==> src/source/risk_pkg.sv <==
package risk_pkg;

  // order fields
  typedef logic [15:0] price_t;     // price in ticks
  typedef logic [15:0] qty_t;       // quantity in lots
  typedef logic [31:0] notional_t;  // price times quantity, also the notional limit type

  // bookkeeping
  typedef logic [15:0] count_t;     // event counter, wraps at the top

  // apb bus
  typedef logic [7:0]  apb_addr_t;  // byte address
  typedef logic [31:0] apb_data_t;  // data word

  // register map
  localparam apb_addr_t ADDR_MAX_QTY      = 8'h00;  // staged max quantity, rw
  localparam apb_addr_t ADDR_MAX_NOTIONAL = 8'h04;  // staged max notional, rw
  localparam apb_addr_t ADDR_REJECT_COUNT = 8'h08;  // rejected orders, ro
  localparam apb_addr_t ADDR_SENT_COUNT   = 8'h0C;  // delivered orders, ro

  // order sequencer states
  typedef enum logic [1:0] {
    st_idle    = 2'd0,  // waiting for an order or a limit update
    st_check   = 2'd1,  // held order is judged by the risk checker
    st_send    = 2'd2,  // held order offered downstream
    st_new_max = 2'd3   // staged limits committed to the checker
  } seq_state_t;

endpackage

==> src/source/limit_regs.sv <==
`timescale 1ns/1ps

module limit_regs (
  input  logic                clk,
  input  logic                reset,
  input  logic                psel,
  input  logic                penable,
  input  logic                pwrite,
  input  risk_pkg::apb_addr_t paddr,
  input  risk_pkg::apb_data_t pwdata,
  input  logic                update_max,    // sequencer commits staged limits
  input  logic                reject_pulse,  // one order dropped
  input  logic                sent_pulse,    // one order delivered
  output risk_pkg::apb_data_t prdata,
  output logic                pready,
  output logic                pslverr,
  output risk_pkg::qty_t      staged_max_qty,
  output risk_pkg::notional_t staged_max_notional,
  output logic                new_max        // staged limits wait for commit
);

  logic             access;        // apb access phase
  logic             sel_qty;
  logic             sel_notional;
  logic             sel_reject;
  logic             sel_sent;
  logic             addr_hit;      // one of the four registers
  logic             count_hit;     // read-only counter register
  logic             limit_wr;      // accepted write to a limit
  risk_pkg::count_t reject_count;
  risk_pkg::count_t sent_count;

  assign access       = psel & penable;
  assign sel_qty      = (paddr == risk_pkg::ADDR_MAX_QTY);
  assign sel_notional = (paddr == risk_pkg::ADDR_MAX_NOTIONAL);
  assign sel_reject   = (paddr == risk_pkg::ADDR_REJECT_COUNT);
  assign sel_sent     = (paddr == risk_pkg::ADDR_SENT_COUNT);
  assign addr_hit     = sel_qty | sel_notional | sel_reject | sel_sent;
  assign count_hit    = sel_reject | sel_sent;
  assign limit_wr     = access & pwrite & (sel_qty | sel_notional);

  assign pready  = 1'b1;                                   // zero wait states
  assign pslverr = access & (~addr_hit | (pwrite & count_hit)); // unmapped or ro write

  // read mux, only live in the access phase
  always_comb begin
    prdata = '0;
    if (access && !pwrite) begin
      if (sel_qty) begin
        prdata = {16'h0000, staged_max_qty};     // staged, not active
      end else if (sel_notional) begin
        prdata = staged_max_notional;
      end else if (sel_reject) begin
        prdata = {16'h0000, reject_count};
      end else if (sel_sent) begin
        prdata = {16'h0000, sent_count};
      end
    end
  end

  // staged limits, open at reset so every order passes
  always_ff @(posedge clk) begin
    if (reset) begin
      staged_max_qty      <= '1;
      staged_max_notional <= '1;
    end else if (limit_wr) begin
      if (sel_qty) staged_max_qty <= pwdata[15:0];
      if (sel_notional) staged_max_notional <= pwdata;
    end
  end

  // pending flag, a fresh write wins over a commit on the same edge
  always_ff @(posedge clk) begin
    if (reset) begin
      new_max <= 1'b0;
    end else if (limit_wr) begin
      new_max <= 1'b1;                 // commit again to pick up this value
    end else if (update_max) begin
      new_max <= 1'b0;
    end
  end

  // event counters
  always_ff @(posedge clk) begin
    if (reset) begin
      reject_count <= '0;
      sent_count   <= '0;
    end else begin
      if (reject_pulse) reject_count <= reject_count + 1'b1; // wraps
      if (sent_pulse) sent_count <= sent_count + 1'b1;
    end
  end

endmodule

==> src/source/risk_checker.sv <==
`timescale 1ns/1ps

module risk_checker (
  input  logic                clk,
  input  logic                reset,
  input  logic                update_max,           // load staged limits
  input  risk_pkg::qty_t      staged_max_qty,
  input  risk_pkg::notional_t staged_max_notional,
  input  risk_pkg::price_t    held_price,           // order under check
  input  risk_pkg::qty_t      held_qty,
  output logic                risk_ok               // 1 = order passes
);

  risk_pkg::qty_t      active_max_qty;
  risk_pkg::notional_t active_max_notional;
  risk_pkg::notional_t held_notional;   // price times quantity
  logic                qty_ok;
  logic                notional_ok;

  // active limits only move on a commit
  // the sequencer never commits during a check
  always_ff @(posedge clk) begin
    if (reset) begin
      active_max_qty      <= '1;          // fully open
      active_max_notional <= '1;
    end else if (update_max) begin
      active_max_qty      <= staged_max_qty;
      active_max_notional <= staged_max_notional;
    end
  end

  // 16x16 product fits the 32 bit notional exactly
  assign held_notional = risk_pkg::notional_t'(held_price) *
                         risk_pkg::notional_t'(held_qty);

  assign qty_ok      = (held_qty <= active_max_qty);           // equal passes
  assign notional_ok = (held_notional <= active_max_notional);

  assign risk_ok = qty_ok & notional_ok;  // both limits must hold

endmodule

==> src/source/order_sequencer.sv <==
`timescale 1ns/1ps

module order_sequencer (
  input  logic             clk,
  input  logic             reset,
  input  logic             order_valid,
  input  risk_pkg::price_t order_price,
  input  risk_pkg::qty_t   order_qty,
  input  logic             risk_ok,       // verdict for the held order
  input  logic             new_max,       // staged limits pending
  input  logic             out_ready,     // downstream acknowledge
  output logic             order_ready,
  output risk_pkg::price_t held_price,
  output risk_pkg::qty_t   held_qty,
  output logic             out_valid,
  output logic             update_max,
  output logic             reject_pulse,
  output logic             sent_pulse
);

  risk_pkg::seq_state_t state;
  logic                 accept;     // order handshake on this edge

  // only idle takes orders, and a pending update blocks them
  assign order_ready = (state == risk_pkg::st_idle) && !new_max;
  assign accept      = order_valid & order_ready;

  assign out_valid  = (state == risk_pkg::st_send);    // held order offered
  assign update_max = (state == risk_pkg::st_new_max); // checker loads limits

  // single order buffer
  always_ff @(posedge clk) begin
    if (accept) begin
      held_price <= order_price;
      held_qty   <= order_qty;       // stable until back in idle
    end
  end

  // state machine
  always_ff @(posedge clk) begin
    if (reset) begin
      state        <= risk_pkg::st_idle;
      reject_pulse <= 1'b0;
      sent_pulse   <= 1'b0;
    end else begin
      reject_pulse <= 1'b0;          // pulses last one cycle
      sent_pulse   <= 1'b0;
      case (state)
        risk_pkg::st_idle: begin
          if (new_max) begin
            state <= risk_pkg::st_new_max;   // limit update first
          end else if (accept) begin
            state <= risk_pkg::st_check;
          end
        end

        risk_pkg::st_check: begin
          // one cycle, checker is combinational on the held order
          if (risk_ok) begin
            state <= risk_pkg::st_send;
          end else begin
            reject_pulse <= 1'b1;            // order dropped
            state        <= risk_pkg::st_idle;
          end
        end

        risk_pkg::st_send: begin
          if (out_ready) begin
            sent_pulse <= 1'b1;              // delivered
            state      <= risk_pkg::st_idle;
          end
        end

        risk_pkg::st_new_max: begin
          state <= risk_pkg::st_idle;        // commit takes one cycle
        end

        default: begin
          state <= risk_pkg::st_idle;
        end
      endcase
    end
  end

endmodule

==> src/source/order_gateway.sv <==
`timescale 1ns/1ps

module order_gateway (
  input  logic                clk,
  input  logic                reset,
  // apb configuration port
  input  logic                psel,
  input  logic                penable,
  input  logic                pwrite,
  input  risk_pkg::apb_addr_t paddr,
  input  risk_pkg::apb_data_t pwdata,
  output risk_pkg::apb_data_t prdata,
  output logic                pready,
  output logic                pslverr,
  // order in
  input  logic                order_valid,
  output logic                order_ready,
  input  risk_pkg::price_t    order_price,
  input  risk_pkg::qty_t      order_qty,
  // order out
  output logic                out_valid,
  input  logic                out_ready,
  output risk_pkg::price_t    out_price,
  output risk_pkg::qty_t      out_qty
);

  risk_pkg::qty_t      staged_max_qty;
  risk_pkg::notional_t staged_max_notional;
  logic                new_max;        // regs to sequencer
  logic                update_max;     // sequencer to regs and checker
  logic                reject_pulse;
  logic                sent_pulse;
  logic                risk_ok;        // checker to sequencer
  risk_pkg::price_t    held_price;
  risk_pkg::qty_t      held_qty;

  // held order goes straight out
  assign out_price = held_price;
  assign out_qty   = held_qty;

  limit_regs i_limit_regs (
    .clk                 (clk),
    .reset               (reset),
    .psel                (psel),
    .penable             (penable),
    .pwrite              (pwrite),
    .paddr               (paddr),
    .pwdata              (pwdata),
    .update_max          (update_max),
    .reject_pulse        (reject_pulse),
    .sent_pulse          (sent_pulse),
    .prdata              (prdata),
    .pready              (pready),
    .pslverr             (pslverr),
    .staged_max_qty      (staged_max_qty),
    .staged_max_notional (staged_max_notional),
    .new_max             (new_max)
  );

  risk_checker i_risk_checker (
    .clk                 (clk),
    .reset               (reset),
    .update_max          (update_max),
    .staged_max_qty      (staged_max_qty),
    .staged_max_notional (staged_max_notional),
    .held_price          (held_price),
    .held_qty            (held_qty),
    .risk_ok             (risk_ok)
  );

  order_sequencer i_order_sequencer (
    .clk          (clk),
    .reset        (reset),
    .order_valid  (order_valid),
    .order_price  (order_price),
    .order_qty    (order_qty),
    .risk_ok      (risk_ok),
    .new_max      (new_max),
    .out_ready    (out_ready),
    .order_ready  (order_ready),
    .held_price   (held_price),
    .held_qty     (held_qty),
    .out_valid    (out_valid),
    .update_max   (update_max),
    .reject_pulse (reject_pulse),
    .sent_pulse   (sent_pulse)
  );

endmodule

==> config.mk <==
export PLATFORM = sky130hd
export DESIGN_NAME = order_gateway
export DESIGN_NICKNAME = d
export VERILOG_FILES = /design/src/source/risk_pkg.sv /design/src/source/limit_regs.sv /design/src/source/risk_checker.sv /design/src/source/order_sequencer.sv /design/src/source/order_gateway.sv
export SDC_FILE = /design/constraint.sdc
export NUM_CORES = 1
export LEC_CHECK = 0
export BUFFER_PORTS_ARGS = -buffer_cell sky130_fd_sc_hd__buf_2
export CORE_MARGIN = 4
export CORE_UTILIZATION = 56
export DETAILED_ROUTE_END_ITERATION = 10
export GPL_ROUTABILITY_DRIVEN = 0
export GPL_TIMING_DRIVEN = 0
export PLACE_DENSITY = 0.79
export SLEW_MARGIN = 10
export SYNTH_ARGS = -nofsm -noshare
export SYNTH_HDL_FRONTEND = slang
export SYNTH_HIERARCHICAL = 1
export SYNTH_SLANG_ARGS = --single-unit
==> constraint.sdc <==
create_clock -name clk -period 7.4 [get_ports clk]
set_clock_uncertainty 0.2 [all_clocks]
set_input_delay 0.37 -clock clk [delete_from_list [all_inputs] [get_ports clk]]
set_output_delay 0.37 -clock clk [all_outputs]
set_load 0.05 [all_outputs]
==> flow_summary.json, run 1 <==
{
  "max_freq_mhz": 127.2,
  "max_cap_viol_count": 0,
  "r2r_cells": 24,
  "synth_top_area_share_pct": 23.47,
  "fp.coreArea_um2": 28940,
  "synthCells": 1816,
  "wire_per_inst_um": 20.53,
  "yosys.area.top_type": "fa_1",
  "drc": 0,
  "period_share_pct": 106.3,
  "cts_tree": "built",
  "clockBufferDepth": 2,
  "place_area_um2": 17860,
  "totalNegativeSetupSlack_ps": -793.3,
  "grtUsageTotal_pct": 31.17,
  "pre_cts_slack_ps": -1222,
  "grt_overflow": 0,
  "ys_ff_latch": 165,
  "netlist_area_um2": 16550,
  "first_iter_violations": 1448,
  "dpl.hpwl_mm": 35.71,
  "setup_slack_ps": -464.7,
  "regToRegStartpoint": "i_order_sequencer/held_price[14]",
  "wl_mm": 51.37,
  "clk_latency_ps": 460,
  "start_kind": "flip-flop",
  "synth_nets": 2243,
  "holdPathStages": 3,
  "grt_pass1_vias": 15003,
  "min_to": "i_limit_regs/staged_max_qty[11]",
  "vias_per_cell": 5.860,
  "path_clk_slew_ps": 80,
  "crit_required_ps": 7570,
  "r2r-end": "i_order_sequencer/state[1]",
  "ys_types": 72,
  "path_class": "flip-flop to flip-flop",
  "die_area_um2": 32370,
  "rsz0062_at_grt": "true",
  "die_h_um": 179.9,
  "crit_path_end_kind": "flip-flop",
  "io_pins": 147,
  "antenna_found_initial": 0,
  "fillers": 2081,
  "grt_pass1_wl_mm": 80.41,
  "dpl.cell_count": 2345,
  "yosysWarnings": 6,
  "avgSynthCellArea_um2": 9.113,
  "tightest_slew_ps": 569.6,
  "crit_arrival_ps": 8030,
  "synth-seq-area-share_pct": 21.89,
  "violations": "setup timing",
  "slew_headroom_pct": 62.02,
  "nNetsFinal": 2530,
  "min_period_ps": 7865,
  "final_cells": 2502,
  "drtPass1Iterations": 6,
  "final_area_um2": 20030,
  "synthFlopType": "dfxtp_1",
  "hold_path.class": "input port to flip-flop",
  "rows": 62,
  "cts_root_buf": "clkbuf_16",
  "grt_max_degree": 21,
  "syn_to_final_growth_pct": 21.05,
  "cts_sinks": 165,
  "start_util_pct": 57.20,
  "finalMaxSlewViolations": 0,
  "die_w_um": 179.9,
  "detail-route-antenna-nets": 0,
  "htree_levels": 4,
  "outcome": "finished, violations left",
  "worstPathMaxFanout": 10,
  "layout-drive-gt1-share_pct": 19.33,
  "num_vias": 14662,
  "synthArstFlopShare_pct": 0,
  "cts-buffers-inserted": 17,
  "port_buffers": 144,
  "synth_area_leaders": "fa_1 23%, dfxtp_1 16%, ha_1 12%, inv_1 6.7%, edfxtp_1 5.8%",
  "hold_start": "pwdata[11]",
  "reg2reg_slack_ps": -460,
  "setup_viol": 2,
  "synth_edf_count": 32,
  "hold_viol_final": 0
}
[cells by family (layout without fill, tap and decap cells)]
kind of cell / count (synthesis) / count (layout) / share of synthesized area, %
mux: 38 / 38 / 3.508
compound gates: 224 / 224 / 8.959
buf+inv: 377 / 677 / 8.966
fa+ha+maj: 348 / 348 / 35.11
xor+xnor: 53 / 53 / 2.805
flops: 165 / 165 / 21.89
other cells: 1 / 3 / 0.02266
simple gates: 610 / 610 / 18.73
[cell type report]
cell class / instances / area [um^2] / share of cell area (%)
Buffer: 82 / 538.0 / 2.686
Timing Repair Buffer: 269 / 1881 / 9.387
Clock inverter: 15 / 187.7 / 0.9369
Antenna cell: 2 / 5.005 / 0.02498
Tap cell: 384 / 480.5 / 2.398
Clock buffer: 17 / 425.4 / 2.124
Sequential cell: 165 / 3623 / 18.09
Multi-Input combinational cell: 1274 / 11790 / 58.85
Inverter: 294 / 1104 / 5.509
[state kept, by name, indices dropped and copies added, names as in the netlist]
register and cells:
i_limit_regs/staged_max_notional 32, i_order_sequencer/reject_pulse 1, i_order_sequencer/state 2, i_risk_checker/active_max_notional 32, i_order_sequencer/held_qty 16, i_limit_regs/new_max 1, i_limit_regs/reject_count 16, i_limit_regs/staged_max_qty 16
i_risk_checker/active_max_qty 16, i_limit_regs/sent_count 16, i_order_sequencer/held_price 16, i_order_sequencer/sent_pulse 1
[per-layer routing]
| metal | vias up | track usage (%) | routed length, um | share of wire (%) |
|---|---|---|---|---|
| met5 | - | 0 | 0 | 0 |
| met4 | 0 | 14.75 | 3214 | 6.3 |
| met3 | 256 | 7.619 | 5839 | 11 |
| met2 | 919 | 49.44 | 23200 | 45 |
| met1 | 7031 | 40.42 | 19110 | 37 |
| li1 | 6456 | - | - | - |
[worst max path at each step]
stage / start / end / slack, ps / cells after the start
2_1_floorplan: i_order_sequencer/held_qty[4] / i_order_sequencer/state[1] / 30 / 28
3_3_place_gp: i_order_sequencer/held_qty[5] / i_order_sequencer/state[1] / -1270 / 28
3_5_place_dp: i_order_sequencer/held_qty[5] / i_order_sequencer/state[1] / -1220 / 28
4_1_cts: i_order_sequencer/held_qty[7] / i_order_sequencer/state[1] / -410 / 26
5_1_grt: i_order_sequencer/held_qty[11] / i_order_sequencer/state[1] / -650 / 26
6_report: i_order_sequencer/held_price[14] / i_order_sequencer/state[1] / -460 / 24
[cell usage after synthesis (all sizes together), types with 3 or more instances]
cell / number
mux2i: 22
o21a: 7
nor3: 45
nand2b: 4
xnor2: 36
buf: 25
a211oi: 8
a31oi: 9
and3: 9
or3: 7
o211ai: 52
clkbuf: 58
or4: 3
edfxtp: 32
nand2: 234
nor2b: 23
nand4: 25
fa: 194
a21o: 24
inv: 294
nand3: 13
dfxtp: 133
nor4: 14
a21oi: 80
o21ai: 23
and2: 127
mux4: 16
and4: 6
xor2: 17
ha: 154
nor2: 96
[layout by cell type (no fill, tap or decap), types with 7 or more instances in the layout]
cell type and n:
mux4_2 16, and3_1 7, nor2b_4 10, dlygate4sd3_1 48
nor2b_1 13, mux2i_1 22, a21oi_1 72, buf_1 7
nor3_1 43, xor2_1 17, clkbuf_8 10, buf_4 68
nand2_1 231, o211ai_1 52, nor4_1 9, edfxtp_1 32
nor2_1 93, ha_4 7, a21o_1 23, dfxtp_1 133
clkbuf_2 8, o21a_1 7, nand3_1 12, a21oi_2 7
clkbuf_16 17, clkbuf_4 7, ha_1 144, fa_1 190
and2_1 121, inv_1 288, xnor2_1 35, clkbuf_1 27
o21ai_0 17, buf_6 17, buf_2 153, nand4_1 23
[per-stage QoR]
| step | hold WS [ps] | util (%) |
|---|---|---|
| floorplan | 245.8 | - |
| global placement | 280.3 | 61.64 |
| detailed placement | 280.4 | 61.74 |
| CTS | 2.006 | 68.13 |
| global route | 9.458 | 69.22 |
| finish | 19.95 | 69.23 |
[worst max-delay path, cell delays in order (launching register included)]
cell and delay (ps):
edfxtp_1 510, clkbuf_2 360, nand2_1 130, fa_1 520
fa_1 570, fa_1 450, fa_1 590, fa_1 430
fa_1 530, inv_1 70, ha_1 420, and3_4 290
nand2_1 100, nor2_1 260, a21oi_4 130, a21oi_1 180
xor2_1 100, ha_1 330, nand4_1 210, or4_4 640
nor3_4 170, o22a_2 240, mux2i_1 90, a2bb2oi_1 140
nor3_1 120
[what timing repair did]
action	4_1_cts	5_1_grt
hold buffers	48	0
endpoints found under the setup margin	2	2
pin swaps	16	22
endpoints found under the hold margin	49	0
gates resized for setup	68	61
setup buffers	61	15
Power of run 1 is not shown: default switching activity piles up to over one toggle a cycle in this logic, so the estimate is an artifact.
==> run 2, diff against run 1 <==
--- a/config.mk
+++ b/config.mk
@@ -7,11 +7,11 @@
 export LEC_CHECK = 0
 export BUFFER_PORTS_ARGS = -buffer_cell sky130_fd_sc_hd__buf_2
 export CORE_MARGIN = 4
-export CORE_UTILIZATION = 56
+export CORE_UTILIZATION = 60
 export DETAILED_ROUTE_END_ITERATION = 10
 export GPL_ROUTABILITY_DRIVEN = 0
 export GPL_TIMING_DRIVEN = 0
-export PLACE_DENSITY = 0.79
+export PLACE_DENSITY = 0.8
 export SLEW_MARGIN = 10
 export SYNTH_ARGS = -nofsm -noshare
 export SYNTH_HDL_FRONTEND = slang
==> constraint.sdc (replaced) <==
create_clock -name clk -period 8.16 [get_ports clk]
set_clock_uncertainty 0.2 [all_clocks]
set_input_delay 0.408 -clock clk [delete_from_list [all_inputs] [get_ports clk]]
set_output_delay 0.408 -clock clk [all_outputs]
set_load 0.05 [all_outputs]
==> run 2 against run 1 <==
Effect of this change:
- core utilization up 2.1 points
- non-clock buffer count down 42
- the flow now finishes without violations
- setup slack better by 640 ps
- via count down 2.4%
- die area down 6.4%
- register-to-register slack better by 640 ps
- cell count down 3.5%
- wire length down 3.5%
- maximum frequency down 1.4%
- global-route usage up 1.5 points
- cell area down 3.7%
==> flow_summary.json, run 2 (synthesized netlist as in run 1, its figures left out) <==
{
  "outcome": "complete, no violations",
  "holdPathStages": 3,
  "antenna_found_initial": 0,
  "seqCellArea_um2": 3623,
  "r2r_cells": 28,
  "hold_start": "out_ready",
  "clk_latency_ps": 440,
  "grtUsageTotal_pct": 32.65,
  "path_class": "flip-flop to flip-flop",
  "finalMaxSlewViolations": 0,
  "die_area_um2": 30300,
  "num_vias": 14306,
  "final_area_um2": 19290,
  "min_period_ps": 7980,
  "grt_pass1_vias": 14493,
  "hold_path.class": "input port to flip-flop",
  "grt_overflow": 0,
  "place_area_um2": 17720,
  "start_kind": "flip-flop",
  "vias_per_cell": 5.924,
  "regToRegStartpoint": "i_order_sequencer/held_price[5]",
  "die_w_um": 174.1,
  "hold_viol_final": 0,
  "cts_tree": "built",
  "largestRegisters": "i_limit_regs/staged_max_notional: 32 flops, i_risk_checker/active_max_notional: 32 flops",
  "tightest_slew_ps": 600.5,
  "totalNegativeSetupSlack_ps": 0,
  "min_to": "i_order_sequencer/sent_pulse",
  "syn_to_final_growth_pct": 16.55,
  "finish.utilization_pct": 71.37,
  "setup_viol": 0,
  "grt_max_degree": 24,
  "cts_root_buf": "clkbuf_16",
  "nNetsFinal": 2488,
  "wire_per_inst_um": 20.53,
  "detail-route-antenna-nets": 0,
  "r2r-end": "i_order_sequencer/state[1]",
  "rows": 60,
  "clockBufferDepth": 2,
  "port_buffers": 144,
  "final_common_cell": "inv_1",
  "max_cap_viol_count": 0,
  "io_pins": 147,
  "crit_arrival_ps": 8120,
  "cp_slowest_stage_delay_ps": 610,
  "max_freq_mhz": 125.3,
  "crit_required_ps": 8300,
  "cts_sinks": 165,
  "path_common_cell": "fa_1",
  "whs_ps": 17.42,
  "start_util_pct": 61.24,
  "layout-drive-gt1-share_pct": 16.88,
  "path_clk_slew_ps": 80,
  "drc": 0,
  "htree_levels": 4,
  "antenna_cells": 0,
  "crit_path_end_kind": "flip-flop",
  "fillers": 1940,
  "period_share_pct": 97.79,
  "worstPathMaxFanout": 10,
  "reg2reg_slack_ps": 180,
  "cts-buffers-inserted": 17,
  "dpl.hpwl_mm": 36.03,
  "grt_pass1_wl_mm": 78.17,
  "first_iter_violations": 1282,
  "wl_mm": 49.58,
  "crit_slowest_cell": "or4_4",
  "final_cell_mix": "294 x inv_1, 233 x nand2_1, 194 x fa_1",
  "drtPass1Iterations": 7,
  "multiInputGateArea_um2": 11610,
  "fp.coreArea_um2": 27030,
  "slew_headroom_pct": 59.97,
  "die_h_um": 174.1
}
-- run 2: through the flow --
stage / std cells / setup slack [ps]
2_1_floorplan: 1816 / 591.7
3_3_place_gp: 2301 / -531.7
3_5_place_dp: 2302 / -692.2
4_1_cts: 2407 / 27.69
5_1_grt: 2415 / -1.731
6_report: 2415 / 180.0
-- run 2: area by class of cell --
cell class,count,share of cell area (%)
multi-input cells,1274,60.19
flip-flops and latches,165,18.79
repair buffers,226,7.447
inverters,294,5.721
plain buffers,83,2.439
well taps,341,2.212
clock buffers,17,2.206
clock inverters,15,0.9990
-- run 2: routing by layer --
layer | share of wire [%] | global-route usage [%] | up-vias | wire [um]
li1 | - | - | 6370 | -
met1 | 38 | 41.96 | 6877 | 18680
met2 | 46 | 52.30 | 890 | 22970
met3 | 11 | 7.960 | 169 | 5354
met4 | 5.2 | 15.47 | 0 | 2578
met5 | 0 | 0 | - | 0
-- run 2: worst max path at each step --
stage | from | endpoint | slack [ps] | depth (start not counted)
2_1_floorplan | i_order_sequencer/held_qty[10] | i_order_sequencer/state[1] | 590 | 26
3_3_place_gp | i_order_sequencer/held_qty[7] | i_order_sequencer/state[1] | -530 | 28
3_5_place_dp | i_order_sequencer/held_qty[8] | i_order_sequencer/state[1] | -690 | 25
4_1_cts | i_order_sequencer/held_qty[7] | i_order_sequencer/state[1] | 30 | 27
5_1_grt | i_order_sequencer/held_qty[4] | i_order_sequencer/state[1] | -2 | 29
6_report | i_order_sequencer/held_price[5] | i_order_sequencer/state[1] | 180 | 28
-- run 2: repair_timing --
| item | 4_1_cts | 5_1_grt |
|---|---|---|
| endpoints found under the setup margin | 2 | 2 |
| pin swaps | 3 | 7 |
| buffers inserted | 41 | 8 |
| hold endpoints to repair | 32 | 0 |
| hold buffers | 32 | 0 |
| gates resized for setup | 51 | 46 |
-- run 2: worst max-delay path, delay by kind of cell, from the launching register on --
family / cells / cell delay, ps
compound gates: 5 / 1000
buf+inv: 6 / 580
fa+ha+maj: 8 / 3770
mux: 1 / 90
xor+xnor: 1 / 160
simple gates: 7 / 1590
flops: 1 / 510
Power of run 2 is left out for the same reason.
